File: src/hdl/dual_issue_pkg.sv
package dual_issue_pkg;

    // datapath widths
    localparam int DATA_W     = 32;
    localparam int REG_ADDR_W = 5;
    localparam int NUM_REGS   = 32;

    // instruction queue geometry
    localparam int FIFO_DEPTH = 8;
    localparam int FIFO_PTR_W = 3;
    localparam int FIFO_CNT_W = 4;

    // fetch
    localparam logic [DATA_W-1:0] RESET_PC = '0;
    localparam int INST_BYTES = 4;

    // primary opcodes
    localparam logic [5:0] OP_SPECIAL = 6'h00;
    localparam logic [5:0] OP_ADDIU   = 6'h09;
    localparam logic [5:0] OP_ORI     = 6'h0d;
    localparam logic [5:0] OP_LUI     = 6'h0f;

    // function field of SPECIAL
    localparam logic [5:0] FN_SLL  = 6'h00;
    localparam logic [5:0] FN_SRL  = 6'h02;
    localparam logic [5:0] FN_ADDU = 6'h21;
    localparam logic [5:0] FN_SUBU = 6'h23;
    localparam logic [5:0] FN_AND  = 6'h24;
    localparam logic [5:0] FN_OR   = 6'h25;
    localparam logic [5:0] FN_XOR  = 6'h26;
    localparam logic [5:0] FN_SLT  = 6'h2a;

    typedef enum logic [3:0] {
        ALU_ADD,
        ALU_SUB,
        ALU_AND,
        ALU_OR,
        ALU_XOR,
        ALU_SLT,
        ALU_SLL,
        ALU_SRL,
        ALU_LUI
    } alu_op_t;

endpackage

File: src/hdl/inst_decoder.sv
`timescale 1ns/10ps

module inst_decoder (
    input  logic [dual_issue_pkg::DATA_W-1:0]     inst,
    output logic [dual_issue_pkg::REG_ADDR_W-1:0] rs,
    output logic [dual_issue_pkg::REG_ADDR_W-1:0] rt,
    output dual_issue_pkg::alu_op_t               aluop,
    output logic                                  alu_sela,
    output logic                                  alu_selb,
    output logic [4:0]                            shamt,
    output logic [dual_issue_pkg::DATA_W-1:0]     imm_value,
    output logic                                  reg_wen,
    output logic [dual_issue_pkg::REG_ADDR_W-1:0] reg_waddr
);
    import dual_issue_pkg::*;

    logic [5:0]            op;
    logic [5:0]            funct;
    logic [REG_ADDR_W-1:0] rd;
    logic                  known;

    assign op    = inst[31:26];
    assign rs    = inst[25:21];
    assign rt    = inst[20:16];
    assign rd    = inst[15:11];
    assign shamt = inst[10:6];
    assign funct = inst[5:0];

    // ORI takes a zero-extended immediate, the rest sign-extend
    assign imm_value = (op == OP_ORI) ? {16'h0000, inst[15:0]}
                                      : {{16{inst[15]}}, inst[15:0]};

    always_comb begin
        aluop     = ALU_ADD;
        alu_sela  = 1'b0;
        alu_selb  = 1'b1;
        reg_waddr = rt;
        known     = 1'b1;
        case (op)
            OP_SPECIAL: begin
                alu_selb  = 1'b0;
                reg_waddr = rd;
                case (funct)
                    FN_ADDU: aluop = ALU_ADD;
                    FN_SUBU: aluop = ALU_SUB;
                    FN_AND:  aluop = ALU_AND;
                    FN_OR:   aluop = ALU_OR;
                    FN_XOR:  aluop = ALU_XOR;
                    FN_SLT:  aluop = ALU_SLT;
                    FN_SLL: begin
                        aluop    = ALU_SLL;
                        alu_sela = 1'b1;
                    end
                    FN_SRL: begin
                        aluop    = ALU_SRL;
                        alu_sela = 1'b1;
                    end
                    default: known = 1'b0;
                endcase
            end
            OP_ADDIU: aluop = ALU_ADD;
            OP_ORI:   aluop = ALU_OR;
            OP_LUI:   aluop = ALU_LUI;
            default:  known = 1'b0;
        endcase
    end

    // unknown encodings and writes to r0 retire as no-ops
    assign reg_wen = known & (reg_waddr != '0);

endmodule

File: config.mk
export PLATFORM = sky130hd
export DESIGN_NAME = inst_decoder
export DESIGN_NICKNAME = d
export VERILOG_FILES = /design/src/hdl/dual_issue_pkg.sv /design/src/hdl/inst_decoder.sv
export SDC_FILE = /design/constraint.sdc
export NUM_CORES = 1
export LEC_CHECK = 0
export BUFFER_PORTS_ARGS = -buffer_cell sky130_fd_sc_hd__buf_2
export CAP_MARGIN = 20
export CORE_UTILIZATION = 29
export DETAILED_ROUTE_END_ITERATION = 16
export MAX_ROUTING_LAYER = met4
export PLACE_DENSITY = 0.82
export SLEW_MARGIN = 20
export SYNTH_ARGS = -nofsm -noshare
export SYNTH_HDL_FRONTEND = slang
export SYNTH_SLANG_ARGS = --single-unit
File: constraint.sdc
create_clock -name vclk -period 1.1
set_input_delay 0.11 -clock vclk [all_inputs]
set_output_delay 0.11 -clock vclk [all_outputs]
set_load 0.005 [all_outputs]
Word-level counts from Yosys, hierarchy flattened
Index checks and enable logic that the tools add are counted.
{"block": "classes", "n_eq_ne": 10, "muxes": 9, "n_bitwise": 1, "n_reduce_logical": 6}
{"cell": "6-bit == test, second input constant", "count": 6}
{"cell": "32-bit 2-to-1 mux", "count": 1}
{"cell": "3-bit one-hot mux with 7 select lines", "count": 1}
{"cell": "6-bit by 4-bit == test with 1-bit output, second input constant", "count": 3}
{"cell": "6-bit logical NOT", "count": 2}
{"cell": "4-bit one-hot mux with 3 select lines", "count": 1}
{"cell": "8-bit OR reduction", "count": 1}
{"cell": "6-bit by 2-bit == test with 1-bit output, second input constant", "count": 1}
{"cell": "5-bit 2-to-1 mux", "count": 1}
{"cell": "5-bit nonzero test", "count": 1}
{"cell": "1-bit 2-to-1 mux", "count": 4}
{"cell": "3-bit OR reduction", "count": 1}
{"cell": "1-bit one-hot mux with 2 select lines", "count": 1}
{"cell": "2-bit OR reduction", "count": 1}
{"cell": "1-bit AND", "count": 1}
{"block": "totals", "regBits": 0, "output_inout_bits": 59, "wordCells": 26, "in_bits": 32}

Depth between registers and ports, before layout
Gate-level depths: netlist (run 1).
{"block": "logic_depth", "word_depth": 5, "mapped_depth": 5, "mapped_depth_nobuf": 4}

Worst setup path before layout (run 1)
Ideal clock, no wire load.
{"block": "synth_path", "path_type": "in2out", "startpoint": "input port inst[27] (netlist name)", "endpoint": "output port reg_wen", "t_required_ns": 0.990, "arrival_ns": 1.135, "path_slack_ns": -0.145, "path_stages": 4, "path_buffers": 0, "cell_sequence": "nor4_2 > nand2_2 > or2_4 > a2111oi_2"}
{"block": "synth_between", "elab_chain_len": 4, "word_cells_on_any_way": 9, "cone_classes": "eq/ne: 3; mux: 2; bitwise: 1; reduce/logical: 3"}
{"item": "from (decl)", "line": "inst_decoder.sv:4", "source": "input logic [dual_issue_pkg::DATA_W-1:0] inst,"}
{"item": "6-bit by 4-bit == test with 1-bit output or 6-bit logical NOT (tied branches)", "line": "inst_decoder.sv:39", "source": "case (op)"}
{"item": "3-bit OR reduction (no line) or 5-bit 2-to-1 mux (tied branches)"}
{"item": "1-bit one-hot mux with 2 select lines or 5-bit nonzero test (tied branches)", "line": "inst_decoder.sv:39, inst_decoder.sv:69"}
{"item": "1-bit AND (*)", "line": "inst_decoder.sv:69", "source": "assign reg_wen = known & (reg_waddr != '0);"}
{"item": "to (decl)", "line": "inst_decoder.sv:12", "source": "output logic reg_wen,"}
Mark *: on every way between the ends. The rest lies on a longest branch, timed or not.

Worst setup path in the final report (run 1)
Ends and elaborated chain as after synthesis.

==> flow_summary.ini, run 1 <==
[run_status]
outcome = finished with violations
violations = negative setup slack

[critical_path]
critical_path.max_fanout = 4
worstPathRequired_ns = 0.99
crit_arrival_ns = 1.30
cpPeakStageDelay_ns = 0.28
endpoint_kind = primary output
critical_path.top_delay_family = simple AND/OR/NAND/NOR gates
crit_chain = buf_8 > nor4_4 > nand2_2 > or2_4 > a2111oi_4 > buf_2
worst-setup-path-type = in -> out
path_depth = 6
crit_slowest_cell = a2111oi_4
cp-start-kind = input pin
path_buf_inv = 2

[synth]
synth.distinct_cells = 28
synth_top_area_cell = buf_4
synth_top_area_share_pct = 53.49
synth_top_cells_by_count = 46 x buf_4, 5 x mux2_2, 5 x nor3_1
synth_most_common_cell = buf_4
netlist_area_um2 = 645.6
synth_warnings = 0
synthCells = 88
syn_area_per_cell_um2 = 7.337
seq_area_frac_synth_pct = 0
syn_nets = 120
synth_top_cells_by_area = buf_4 53%, mux2_2 8.7%, nor3_1 3.9%, xor2_1 2.7%, a2111oi_2 2.3%

[finish]
layout.cells.non_filler = 151
nClkBuffers = 0
fin_nets = 158
fill_cells = 202
drive_above_1_share_pct = 80.65
sequential_cell_total = 0
regArea_um2 = 0
antenna_cells = 0
finish.utilization_pct = 45.30
syn2layout_area_growth_pct = 41.86

[placed_design]
dp_hpwl_um = 1433
place_congestion = 0.7457
portBuffers = 66
pre_cts_slack_ns = -0.4128
dpl.cell_count = 146

[timing]
tightest_slew_ns = 0.3607
fin_ws_ns = -0.3138
min_period_ns = 1.414
period_share_pct = 128.5
fmax_ghz = 0.7073
slew_viol_final = 0
setup_viol = 10
rsz0062_at_grt = yes
max_slew_margin_pct = 75.93
setup_tns_ns = -2.286
final_hold_viol_count = 0

[grt]
grt_max_degree = 17
grt_pass1_wl_um = 2753
overflow = 0
antenna_found_initial = 0
grt_use_total_pct = 14.30
grt_pass1_vias = 645

[power]
intPower_mw = 0.1537
power.net_switching_mw = 0.1265
swShare_pct = 45.15
p_leak_nw = 0.4914
p_per_area_nw_per_um2 = 305.9
combPwrFrac_pct = 100.0
finalPower_mw = 0.2801
seqPwrFrac_pct = 0
irDropWorstVdd_uv = 113.7
clockPowerShare_pct = 0

[die]
ios = 91
dieArea_um2 = 2419
initial_utilization_pct = 31.93
die_y_um = 49.19
fp.coreArea_um2 = 2022
die_x_um = 49.19
row_count = 16

[routing]
first_iter_violations = 1
viasPerCell = 4.636
avgRoutedWirePerCell_um = 12.33
antenna_left = 0
first_pass_iters = 2
vias = 700
drc = 0
routed_wl_um = 1862

[cts]
hold_buffers = 0

[job]
max_cap_violations = 0

[min_path]
hold_depth = 0
hold_path.class = in -> out
## metal layers
metal  part of all wire [%]  vias up  GRT usage, %
met5                      0        -             -
met2                     55       50         29.00
met3                     11        4         2.804
met4                    1.2        0         3.922
li1                       -      332             -
met1                     32      314         13.15
## path summary, 6_finish.rpt
kind	start	to	slack, ns
setup / recovery	inst[27]	reg_wen	-0.31
hold / removal	inst[21]	rs[0]	0.22
## repair_timing
action	4_1_cts	5_1_grt
gates resized for setup	10	8
gates cloned	0	1
buffers inserted	3	3
pin swaps	2	5
endpoints found under the setup margin	26	26
## power by group through the flow
stage / registers (mW) / logic, mW / clock network [mW]
6_report: 0 / 0.280 / 0
5_1_grt: 0 / 0.305 / 0
4_1_cts: 0 / 0.265 / 0
3_5_place_dp: 0 / 0.248 / 0
3_3_place_gp: 0 / 0.241 / 0
2_1_floorplan: 0 / 0.207 / 0
## cells in the final DEF, fill, tap and decap left out, types with 2 or more instances in the layout
cell,instances
a31oi_1,2
and2_4,2
buf_12,2
buf_2,62
buf_4,14
buf_6,4
inv_1,2
mux2_2,4
nor2_1,2
nor3_1,4
o21a_1,2
xor2_1,2
## per-stage QoR
step / hold WS [ns] / instance area, um2
6_report: 0.2200 / 915.9
5_1_grt: 0.2200 / 915.9
4_1_cts: 0.2200 / 839.6
3_5_place_dp: 0.2200 / 778.2
3_3_place_gp: 0.2200 / 778.2
2_1_floorplan: 0.2565 / 669.4
## final cells by class
cell class / count / area [um2] / share of cell area, %
multi-input cells: 39 / 359.1 / 39.21
repair buffers: 83 / 515.5 / 56.28
inverters: 2 / 7.507 / 0.8197
well taps: 27 / 33.78 / 3.689
## logic make-up (layout without fill, tap and decap cells)
kind of cell	Yosys count	in the layout	synth area share [%]
XOR/XNOR	2	2	2.714
multiplexers	5	5	8.720
AND/OR/NAND/NOR	20	21	19.19
AO/OA/AOI/OAI	11	11	13.56
buffers and inverters	50	85	55.81
(Power assumes the default switching activity.)
==> run 2: changes to the inputs <==
ABC_AREA = 1   (was not set)
CORE_UTILIZATION = 30   (was 29)
PLACE_DENSITY = 0.81   (was 0.82)
==> flow_summary.ini, run 2 <==
[run_status]
outcome = finished with violations
violations = negative setup slack

[critical_path]
cp-start-kind = input pin
worstPathRequired_ns = 0.99
crit_arrival_ns = 1.11
critical_path.max_fanout = 6
worst-setup-path-type = in -> out
endpoint_kind = primary output

[synth]
synth_top_area_cell = buf_4
seq_area_frac_synth_pct = 0
synth.distinct_cells = 18
syn_nets = 150
synthCells = 118
synth_top_cells_by_count = 46 x buf_4, 18 x inv_1, 15 x nand2_1
synth_most_common_cell = buf_4
synth_warnings = 0
synth_top_area_share_pct = 48.85
netlist_area_um2 = 706.9
synth_top_cells_by_area = buf_4 49%, inv_1 9.6%, nand2_1 8.0%, nor2_1 7.4%, nor2_4 4.8%
syn_area_per_cell_um2 = 5.991

[timing]
tightest_slew_ns = 0.2306
min_period_ns = 1.218
period_share_pct = 110.7
fmax_ghz = 0.8213
slew_viol_final = 0
setup_tns_ns = -0.2637
holdWs_ns = 0.2200
rsz0062_at_grt = yes
max_slew_margin_pct = 84.48
final_hold_viol_count = 0
setup_viol = 6
fin_ws_ns = -0.1175

[routing]
avgRoutedWirePerCell_um = 9.071
drc = 0
routed_wl_um = 1660
viasPerCell = 4.109
vias = 752
first_iter_violations = 0
antenna_left = 0
first_pass_iters = 1

[finish]
regArea_um2 = 0
final_cell_mix = 60 x buf_2, 15 x inv_1, 12 x nand2_1, 12 x buf_4, 11 x buf_6
drive_above_1_share_pct = 69.03
syn2layout_area_growth_pct = 35.40
nClkBuffers = 0
final_common_cell = buf_2
antenna_cells = 0
fill_cells = 252
postLayoutCellArea_um2 = 957.2
sequential_cell_total = 0
layout.cells.non_filler = 183
fin_nets = 189
finish.utilization_pct = 43.27

[placed_design]
dpl.cell_count = 177
pre_cts_slack_ns = -0.1362
portBuffers = 66
placed_cell_area_um2 = 808.3
dp_hpwl_um = 1354
place_congestion = 0.7702

[grt]
grt_max_degree = 11
grt_pass1_vias = 628
overflow = 0
grt_use_total_pct = 12.16
antenna_found_initial = 0
grt_pass1_wl_um = 2484

[die]
dieArea_um2 = 2555
die_y_um = 50.55
die_x_um = 50.55
fp.coreArea_um2 = 2212
initial_utilization_pct = 31.96
ios = 91
row_count = 17

[power]
finalPower_mw = 0.2982
p_leak_nw = 0.5829
irDropWorstVdd_uv = 118.1
p_per_area_nw_per_um2 = 311.6

[min_path]
hold_depth = 0
hold_path.class = in -> out

[job]
max_cap_violations = 0
==> run 2: changes by cell type after synthesis, moves of 3 or more <==
cell	delta
inv_1	+16
nand3_1	+4
nand2_1	+14
nor3_1	-5
mux2_2	-5
nor2_4	+3
nor2_1	+11
==> run 2: layout make-up <==
cell class / count / area [um2] / area share, %
well taps: 28 / 35.03 / 3.660
multi-input cells: 54 / 340.3 / 35.56
repair buffers: 83 / 514.2 / 53.73
inverters: 18 / 67.56 / 7.059
==> run 2: worst max-delay path: stages <==
cell and delay, ns:
buf_6 0.10, nor2_4 0.19, buf_6 0.13, nand3_4 0.10, o21ai_2 0.17, nor2_1 0.05
nand2_1 0.05, nand2_1 0.05, inv_1 0.04, buf_2 0.10
==> run 2: final timing paths <==
check	start	end	slack (ns)
setup / recovery	inst[31]	reg_wen	-0.12
hold / removal	inst[21]	rs[0]	0.22
==> run 2: where the power goes <==
| part | leakage [nW] | switching [mW] | internal, mW |
|---|---|---|---|
| combinational | 0.583 | 0.139 | 0.160 |
| sequential | 0 | 0 | 0 |
| clock | 0 | 0 | 0 |
==> run 2: logic make-up (layout without fill, tap and decap cells) <==
| family | count (synthesis) | count (layout) | share of synthesized area (%) |
|---|---|---|---|
| buffers and inverters | 65 | 101 | 60.00 |
| AO/OA/AOI/OAI | 9 | 9 | 8.496 |
| AND/OR/NAND/NOR | 44 | 45 | 31.50 |
==> run 2: repair_timing <==
| action | in CTS | in global routing |
|---|---|---|
| hold buffers | 0 | 0 |
| endpoints found under the setup margin | 22 | 25 |
| pin swaps | 13 | 10 |
| gates resized for setup | 14 | 16 |
| gates cloned | 1 | 0 |
| setup buffers | 2 | 3 |
==> run 2: layer usage <==
metal / part of all wire [%] / up-vias / GRT usage, %
li1: - / 393 / -
met1: 39 / 314 / 13.44
met2: 51 / 43 / 24.67
met3: 9.6 / 2 / 0
met4: 0.36 / 0 / 1.389
met5: 0 / - / -
