==> src/hdl/dual_issue_pkg.sv <==
package dual_issue_pkg;

    // datapath widths
    localparam int DATA_W     = 32;
    localparam int REG_ADDR_W = 5;
    localparam int NUM_REGS   = 32;

    // instruction queue geometry
    localparam int FIFO_DEPTH = 8;
    localparam int FIFO_PTR_W = 3;
    localparam int FIFO_CNT_W = 4;

    // fetch
    localparam logic [DATA_W-1:0] RESET_PC = '0;
    localparam int INST_BYTES = 4;

    // primary opcodes
    localparam logic [5:0] OP_SPECIAL = 6'h00;
    localparam logic [5:0] OP_ADDIU   = 6'h09;
    localparam logic [5:0] OP_ORI     = 6'h0d;
    localparam logic [5:0] OP_LUI     = 6'h0f;

    // function field of SPECIAL
    localparam logic [5:0] FN_SLL  = 6'h00;
    localparam logic [5:0] FN_SRL  = 6'h02;
    localparam logic [5:0] FN_ADDU = 6'h21;
    localparam logic [5:0] FN_SUBU = 6'h23;
    localparam logic [5:0] FN_AND  = 6'h24;
    localparam logic [5:0] FN_OR   = 6'h25;
    localparam logic [5:0] FN_XOR  = 6'h26;
    localparam logic [5:0] FN_SLT  = 6'h2a;

    typedef enum logic [3:0] {
        ALU_ADD,
        ALU_SUB,
        ALU_AND,
        ALU_OR,
        ALU_XOR,
        ALU_SLT,
        ALU_SLL,
        ALU_SRL,
        ALU_LUI
    } alu_op_t;

endpackage

==> src/hdl/issue_ctrl.sv <==
`timescale 1ns/10ps

module issue_ctrl (
    input  logic                                  empty,
    input  logic                                  almost_empty,
    input  logic                                  master_reg_wen,
    input  logic [dual_issue_pkg::REG_ADDR_W-1:0] master_reg_waddr,
    input  logic [dual_issue_pkg::REG_ADDR_W-1:0] slave_rs,
    input  logic [dual_issue_pkg::REG_ADDR_W-1:0] slave_rt,
    output logic                                  master_issue,
    output logic                                  slave_issue
);
    import dual_issue_pkg::*;

    logic raw_hazard;

    // slave reads what the master of the same pair writes
    assign raw_hazard = master_reg_wen &
                        ((master_reg_waddr == slave_rs) | (master_reg_waddr == slave_rt));

    assign master_issue = ~empty;
    // pair needs a second entry and no dependency inside the pair
    assign slave_issue  = master_issue & ~almost_empty & ~raw_hazard;

endmodule

==> config.mk <==
export PLATFORM = sky130hd
export DESIGN_NAME = issue_ctrl
export DESIGN_NICKNAME = d
export VERILOG_FILES = /design/src/hdl/dual_issue_pkg.sv /design/src/hdl/issue_ctrl.sv
export SDC_FILE = /design/constraint.sdc
export NUM_CORES = 1
export LEC_CHECK = 0
export ABC_AREA = 1
export BUFFER_PORTS_ARGS = -buffer_cell sky130_fd_sc_hd__buf_2
export CORE_AREA = 2 2 39 41
export DETAILED_ROUTE_END_ITERATION = 6
export DIE_AREA = 0 0 41 43
export PLACE_DENSITY = 0.43
export SYNTH_ARGS = -nofsm -noshare
export SYNTH_HDL_FRONTEND = slang
export SYNTH_SLANG_ARGS = --single-unit
==> constraint.sdc <==
create_clock -name vclk -period 0.8
set_input_delay 0.04 -clock vclk [all_inputs]
set_output_delay 0.04 -clock vclk [all_outputs]
set_load 0.1 [all_outputs]
## Yosys cells after proc, flatten, opt, wreduce, memory -nomap -nowiden

Index checks and enable logic that the tools add are counted.

- Flip-flop bits (word level): 0
- Bits in latches: 0
- RAM bits: 0
- Memory bits (read-only): 0
- Input bits: 18
- Output and inout port bits: 2
- Logic and storage cells: 9
- Memories kept: 0

- Add/sub/neg operators: 0
- Multiply operators: 0
- Div/mod/pow operators: 0
- $lt $le $gt $ge: 0
- Equal/unequal tests: 2
- Shifts and indexed selects: 0
- Multiplexer cells: 0
- Bitwise logic cells: 7
- Reductions and logical operators: 0

Operators with widths:

| operator | count |
|---|---|
| $eq 5x5->1 | 2 |
| $and 1x1->1 | 3 |
| $not 1->1 | 3 |
| $or 1x1->1 | 1 |

## Longest topological paths before layout

Gate-level depths: netlist of run 1.

- Word-level depth: 5
- Gate-level depth with buffers: 7
- Mapped depth without buffers: 7

## Worst setup path before layout of run 1

No wires, ideal clock.

- Path type: input port to output port
- From: input slave_rt[0] (netlist bit)
- To: output slave_issue
- Data arrival time: 1.238 ns
- Required time: 0.760 ns
- Setup slack: -0.478 ns
- Stages on the path: 7
- Path buffers: 0
- Path through: nand2_1 -> inv_1 -> nor2_1 -> nor2_1 -> nand3_1 -> nand2_1 -> a21oi_2

- Word-level cells in the longest chain between the ends: 5

Ends and longest elaborated chain:

| item | RTL line | source |
|---|---|---|
| start, declared | issue_ctrl.sv:9 | `input logic [dual_issue_pkg::REG_ADDR_W-1:0] slave_rt,` |
| $eq 5x5->1 | issue_ctrl.sv:19 | `((master_reg_waddr == slave_rs) \| (master_reg_waddr == slave_rt));` |
| $or 1x1->1 | issue_ctrl.sv:19 |  |
| $and 1x1->1 | issue_ctrl.sv:18 | `assign raw_hazard = master_reg_wen &` |
| $not 1->1 | issue_ctrl.sv:23 | `assign slave_issue = master_issue & ~almost_empty & ~raw_hazard;` |
| $and 1x1->1 | issue_ctrl.sv:23 |  |
| end, declared | issue_ctrl.sv:11 | `output logic slave_issue` |

Every way passes these cells.

## Final worst setup path of run 1

Ends and elaborated chain as after synthesis.

==> results by group, run 1 <==
GRT
  – Largest net degree at the start of global routing: 5
  – Tot GR Track Use: 5.594%
  – Vias in the first global route: 213
  – Gr ovfl total: 0
  – Global-route wire length before repair: 752 µm
  – Initial antenna violation count: 0

Critical path
  – Slowest cell on the critical path: buf_12
  – CP peak stage delay: 0.19 ns
  – Critical Path Source: slave_rt[0]
  – Critical Path RT: 0.76 ns
  – Critical path, cell by cell: buf_6 > nand2_2 > inv_2 > nor2_2 > nor2_1 > nand3_1 > nand2_2 > a21oi_4 > buf_12
  – Crit path capture type: output pin
  – Crit path top cell by count: nand2_2
  – Setup crit start kind: input pin
  – Worst-path maximum fanout: 2
  – Crit path kind: in -> out
  – WP data arrival: 0.82 ns

Synth
  – Cell accounting for the most synthesized area: nand2_1
  – Gate Count Post-Synth: 48
  – Seq/Total Area, Yosys: 0%
  – Net Count, Synth: 66
  – Post-synth cell types: 7
  – Synth Warn #: 0
  – Synthesized cell area: 200.2 µm²
  – Syn Area/Cell: 4.171 µm²
  – Largest cells by area after synthesis: nand2_1 (39%), inv_1 (24%), nor2_1 (15%), xnor2_1 (8.8%), nand3_1 (5.0%)
  – Yosys top cell area share: 39.37%

Placed design
  – Placed Area: 357.8 µm²
  – PortBufs: 20
  – GPL Wtd Cong: 0.6054
  – Final HPWL DP: 482.4 µm
  – DP Worst Slack: -0.1095 ns

Layout
  – Fin area: 380.4 µm²
  – Fin nets: 88
  – Seq cells: 0
  – Total of clock buffers placed in the layout: 0
  – Layout cells sized above 1: 42.65%
  – # diodes: 0
  – Synth-to-Final Area Change: 90.00%
  – Register Area: 0 µm²

Hold path
  – Min-delay worst type: in -> out
  – Hold path endpoint: master_issue
  – Hold path cells: 3
  – Hold Startpoint: empty

Timing
  – Hold Fails Final Rpt: 0
  – Slew HR: 89.70%
  – Worst Max-Slew Pin Slew: 0.1534 ns
  – Max Slew Vio Count: 0
  – RSZ-0062 raised after global routing: true
  – Final worst setup slack: -0.05740 ns
  – Final period util: 107.2%
  – # setup viols final: 1
  – Maximum clock rate: 1166 MHz
  – Post-layout min period: 0.8574 ns

Floorplan
  – Die height: 43 µm
  – Starting Density: 14.47%
  – Std cell rows: 14
  – Die footprint: 0.001763 mm²
  – # IOs: 20
  – Die Span X: 41 µm
  – Core area: 0.001384 mm²

Power
  – Leakage Power: 0.2548 nW
  – Peak supply drop: 0.0002497 V
  – Cell Pwr Density: 561.1 mW/mm²

Flow run
  – Max cap viols: 0

Run status
  – Failing checks: negative setup slack
  – Status: complete, but fails checks

Drt
  – Final ANT Viol Nets: 0
  – Drt first pass iters: 1
  – Via Count: 298
  – Via density: 3.548
  – WL/cell: 6.119 µm
  – Final wirelength: 514 µm
  – Starting DRT DRC Count: 0
  – DRC: 0

Clock network
  – Number of setup buffers added after CTS: 0
  – Post-cts hold buffer count: 0
worst max-delay path: cells and delay by family:
family | cells | cell delay, ns
and+or+nand+nor | 5 | 0.33
buffers and inverters | 3 | 0.31
AOI/OAI and AO/OA | 1 | 0.14
synthesized netlist by cell type, drive strengths merged:
master and n:
inv 13, nor2 8, nand3 2, xnor2 2, or2 1, a21oi 1
nand2 21
layout by cell type (no fill, tap or decap), drive strengths merged:
cell type,instances
xnor2,2
nor2,8
buf,20
nand3,2
a21oi,1
nand2,21
or2,1
inv,13
how the worst max path moves through the flow:
| stage | to | slack, ns |
|---|---|---|
| finish | slave_issue | -0.06 |
| global route | slave_issue | -0.11 |
| CTS | slave_issue | -0.08 |
| detailed placement | slave_issue | -0.11 |
| global placement | slave_issue | -0.11 |
| floorplan | slave_issue | -0.16 |
report_power, final:
part	total, mW	internal (mW)	switching, mW
Combinational	0.213	0.0970	0.116
Clock	0	0	0
Sequential	0	0	0
Total	0.213	0.0970	0.116
layer usage:
| layer | wire (µm) | part of all wire, % | up-vias | GRT usage (%) |
|---|---|---|---|---|
| met2 | 258 | 50 | 11 | 9.688 |
| met3 | 36 | 7.0 | 0 | 0 |
| li1 | - | - | 174 | - |
| met4 | 0 | 0 | 0 | 0 |
| met1 | 219 | 43 | 113 | 7.911 |
| met5 | 0 | 0 | - | 0 |
what timing repair did:
action	4_1_cts	5_1_grt
endpoints found under the setup margin	1	1
pin swaps	0	1
resized for setup	4	5
kinds of logic after synthesis:
kind of cell | synth area share, %
simple gates | 62.50
buf+inv | 24.38
xor+xnor | 8.752
compound gates | 4.376
layout make-up:
| class | instances | area (µm²) |
|---|---|---|
| fillers | 160 | 1003 |
| well taps | 16 | 20.02 |
| repair buffers | 20 | 142.6 |
| inverters | 13 | 48.80 |
| multi-input cells | 35 | 168.9 |
per-stage QoR:
stage	util, %	hold slack [ns]	setup TNS, ns	total power [mW]	std cells
floorplan	-	0.2471	-0.1642	0.1107	48
global placement	25.86	0.3821	-0.1077	0.2004	84
detailed placement	25.86	0.3844	-0.1095	0.2021	84
CTS	26.49	0.3856	-0.07701	0.2078	84
global route	27.49	0.3907	-0.1146	0.2328	84
finish	27.49	0.3805	-0.05740	0.2134	84
Note: power is estimated with default switching activity, not from simulation.
==> run 2, diff against run 1 <==
- CORE_AREA: 2 2 39 41 -> 4 4 41 43
- DIE_AREA: 0 0 41 43 -> 0 0 45 47
==> results by group, run 2 (same netlist as run 1, synthesis figures left out) <==
Layout
  – Total of clock buffers placed in the layout: 0
  – Fin nets: 88
  – Layout cells sized above 1: 39.71%
  – Most common cell after layout, fill and taps aside: nand2_1
  – Multi-input logic area: 163.9 µm²
  – Seq cells: 0
  – Most frequent cells in the layout: nand2_1 (19), buf_2 (16), inv_1 (10)
  – # diodes: 0
  – Synth-to-Final Area Change: 86.88%
  – Register Area: 0 µm²
  – Fill count: 154
  – Final Util: 28.75%

GRT
  – Tot GR Track Use: 5.271%
  – Global-route wire length before repair: 910 µm
  – M3 GR Usage: 0%
  – Initial antenna violation count: 0
  – Vias in the first global route: 276
  – Global Route met1 Usage: 7.191%
  – Largest net degree at the start of global routing: 5
  – GR peak layer: met2
  – Gr ovfl total: 0
  – GRT met2 Usage: 9.887%

Timing
  – Hold Fails Final Rpt: 0
  – Min Hold Slack: 0.3815 ns
  – # setup viols final: 1
  – Final period util: 108.6%
  – Post-layout min period: 0.8685 ns
  – Worst Max-Slew Pin Slew: 0.1325 ns
  – Final worst setup slack: -0.06846 ns
  – RSZ-0062 raised after global routing: true
  – Slew HR: 91.10%
  – Maximum clock rate: 1151 MHz
  – Max Slew Vio Count: 0

Power
  – Leakage Power: 0.2548 nW
  – Peak supply drop: 0.0001639 V
  – Cell Pwr Density: 559.2 mW/mm²

Drt
  – DRC: 0
  – Final ANT Viol Nets: 0
  – WL/cell: 6.554 µm
  – Via density: 3.542
  – Starting DRT DRC Count: 3
  – Final wirelength: 544 µm
  – Drt first pass iters: 2
  – Via Count: 294

Run status
  – Failing checks: negative setup slack
  – Status: complete, but fails checks

Flow run
  – Max cap viols: 0

Critical path
  – CP peak stage delay: 0.18 ns
  – Setup crit start kind: input pin
  – Crit path capture type: output pin
  – Crit path top cell by count: nor2_1
  – Crit path kind: in -> out
  – CP delay by family, top: simple AND/OR/NAND/NOR gates
  – Critical path, cell by cell: buf_2 > nand2_1 > inv_1 > nor2_1 > nor2_1 > nand3_1 > nand2_2 > a21oi_4 > buf_12
  – Slowest cell on the critical path: buf_12
  – Worst-path maximum fanout: 2
  – CP Buf/Inv Count: 3
  – WP data arrival: 0.83 ns
  – Critical Path RT: 0.76 ns

Placed design
  – GPL Wtd Cong: 0.5959
  – Final HPWL DP: 508.8 µm
  – PortBufs: 20
  – DP Worst Slack: -0.1256 ns

Floorplan
  – Std cell rows: 13
  – Core area: 0.001301 mm²
  – Die footprint: 0.002115 mm²
  – Die Span X: 45 µm
  – Die height: 47 µm
  – # IOs: 20
  – Starting Density: 15.38%

Hold path
  – Min-delay worst type: in -> out
[run 2: cell counts in the layout (fill, tap and decap cells not counted)]
Identical to the previous run, type by type.
[run 2: report_power, final]
part | switching (mW) | leakage [nW] | internal, mW
logic | 0.114 | 0.255 | 0.0955
registers | 0 | 0 | 0
clock network | 0 | 0 | 0
[run 2: timing repair]
action | 4_1_cts | 5_1_grt
gates resized for setup | 5 | 2
buffers inserted | 0 | 0
setup endpoints to repair | 1 | 1
pin swaps | 0 | 0
hold buffers | 0 | 0
[run 2: final cells by class]
cell class | instances | share of cell area, %
Timing Repair Buffer | 20 | 38.13
Multi-Input combinational cell | 35 | 43.81
Tap cell | 15 | 5.017
Inverter | 13 | 13.04
[run 2: routing by layer]
| metal | vias to the layer above | part of all wire (%) |
|---|---|---|
| met1 | 109 | 46 |
| li1 | 174 | - |
| met3 | 0 | 8.8 |
| met2 | 11 | 45 |
| met4 | 0 | 0 |
| met5 | - | 0 |
[run 2: through the flow]
| step | std cells | area, µm² | power [mW] | TNS, ns |
|---|---|---|---|---|
| 3_5_place_dp | 83 | 356.6 | 0.2015 | -0.1256 |
| 2_1_floorplan | 48 | 207.7 | 0.1107 | -0.1642 |
| 5_1_grt | 83 | 374.1 | 0.2356 | -0.1745 |
| 4_1_cts | 83 | 374.1 | 0.2111 | -0.08694 |
| 3_3_place_gp | 83 | 356.6 | 0.2006 | -0.1137 |
| 6_report | 83 | 374.1 | 0.2092 | -0.06846 |
[run 2: worst paths after layout]
check	startpoint	end	cells past startpoint
max	slave_rt[0]	slave_issue	9
min	empty	master_issue	3
==> run 3, diff against run 2 <==
- PLACE_DENSITY: 0.43 -> 0.52
- REMOVE_ABC_BUFFERS: not set -> 1
==> results by group, run 3 (same netlist as run 1, synthesis figures left out) <==
Drt
  – DRC: 0
  – Via Count: 298
  – Starting DRT DRC Count: 1
  – WL/cell: 6.301 µm
  – Drt first pass iters: 2
  – Via density: 3.590
  – Final ANT Viol Nets: 0
  – Final wirelength: 523 µm

Layout
  – Synth-to-Final Area Change: 99.38%
  – Seq cells: 0
  – # diodes: 0
  – Final Non-Filler Cells: 83
  – Fin nets: 88
  – Layout cells sized above 1: 48.53%
  – Most frequent cells in the layout: nand2_1 (17), buf_2 (14), inv_1 (9)
  – Register Area: 0 µm²
  – Total of clock buffers placed in the layout: 0
  – Most common cell after layout, fill and taps aside: nand2_1

Power
  – Cell Pwr Density: 564.4 mW/mm²
  – Power Total: 0.2253 mW
  – Peak supply drop: 0.0002000 V
  – Leakage Power: 0.2617 nW

Timing
  – Final period util: 114.4%
  – Worst Max-Slew Pin Slew: 0.1558 ns
  – Min Hold Slack: 0.3782 ns
  – Final worst setup slack: -0.1149 ns
  – # setup viols final: 1
  – RSZ-0062 raised after global routing: true
  – Max Slew Vio Count: 0
  – Hold Fails Final Rpt: 0
  – Slew HR: 89.62%
  – Maximum clock rate: 1093 MHz
  – Post-layout min period: 0.9149 ns

Run status
  – Status: complete, but fails checks
  – Failing checks: negative setup slack

Clock network
  – Post-cts hold buffer count: 0
  – Number of setup buffers added after CTS: 0

Critical path
  – Worst-path maximum fanout: 4
  – Critical Path RT: 0.76 ns
  – WP data arrival: 0.87 ns
  – Setup crit start kind: input pin
  – Crit path kind: in -> out
  – CP delay by family, top: buffers and inverters
  – Critical path, cell by cell: buf_8 > nand2_4 > inv_2 > nor2_2 > nor2_1 > nand3_1 > nand2_1 > a21oi_2 > buf_12
  – CP peak stage delay: 0.19 ns
  – CP Buf/Inv Count: 3
  – Slowest cell on the critical path: buf_12
  – Crit path capture type: output pin

Floorplan
  – Die height: 47 µm
  – Core area: 0.001301 mm²
  – # IOs: 20
  – Starting Density: 15.38%
  – Die footprint: 0.002115 mm²
  – Die Span X: 45 µm
  – Std cell rows: 13

Hold path
  – Min-delay worst type: in -> out
  – Hold path cells: 3
  – Hold path endpoint: slave_issue
  – Hold Startpoint: master_reg_wen

Placed design
  – DP Worst Slack: -0.1321 ns
  – Final HPWL DP: 480.9 µm
  – GPL Wtd Cong: 0.6230
  – PortBufs: 20
  – Placed Cells: 83

GRT
  – Largest net degree at the start of global routing: 5
  – Gr ovfl total: 0
  – Tot GR Track Use: 4.406%
  – Initial antenna violation count: 0
  – Global-route wire length before repair: 752 µm
  – Vias in the first global route: 230

Flow run
  – Max cap viols: 0
-- run 3: cell count changes in the layout (fill, tap and decap cells not counted) --
cell     delta
a21oi_2     +1
a21oi_4     -1
buf_2       -2
buf_4       +1
buf_8       +1
inv_1       -1
inv_4       +1
nand2_1     -2
nand2_2     +1
nand2_4     +1
nor2_1      -3
nor2_2      +3
-- run 3: metrics by stage --
step           instance area, µm²  utilization [%]  setup TNS [ns]
3_3_place_gp                349.1            26.83         -0.1120
2_1_floorplan               200.2                -         -0.4781
5_1_grt                     399.1            30.67         -0.1790
6_report                    399.1            30.67         -0.1149
4_1_cts                     364.1            27.98         -0.1019
3_5_place_dp                349.1            26.83         -0.1321
-- run 3: final cells by class --
| type | instances | area (µm²) |
|---|---|---|
| Fill cell | 159 | 902.1 |
| Tap cell | 15 | 18.77 |
| Inverter | 13 | 51.30 |
| Multi-Input combinational cell | 35 | 173.9 |
| Timing Repair Buffer | 20 | 155.1 |
-- run 3: what timing repair did --
item                                    CTS  global route
resized for setup                         4            14
endpoints found under the setup margin    1             1
pin swaps                                 1            11
-- run 3: where the power goes --
group / total [mW] / leakage (nW) / switching (mW) / internal (mW)
clock network: 0 / 0 / 0 / 0
registers: 0 / 0 / 0 / 0
logic: 0.225 / 0.262 / 0.120 / 0.105
total: 0.225 / 0.262 / 0.120 / 0.105
-- run 3: worst max path at each step --
stage | start | end | slack (ns) | depth (start not counted)
5_1_grt | master_reg_waddr[0] | slave_issue | -0.18 | 9
6_report | master_reg_waddr[0] | slave_issue | -0.11 | 9
2_1_floorplan | slave_rt[0] | slave_issue | -0.48 | 7
4_1_cts | slave_rt[0] | slave_issue | -0.10 | 9
3_5_place_dp | master_reg_waddr[0] | slave_issue | -0.13 | 9
3_3_place_gp | master_reg_waddr[0] | slave_issue | -0.11 | 9
-- run 3: layer usage --
metal / GRT usage (%) / share of wire [%] / wire length [µm]
met2: 9.605 / 48 / 253
met4: 0 / 0 / 0
met3: 0 / 12 / 65
met1: 4.944 / 39 / 204
met5: 0 / 0 / 0
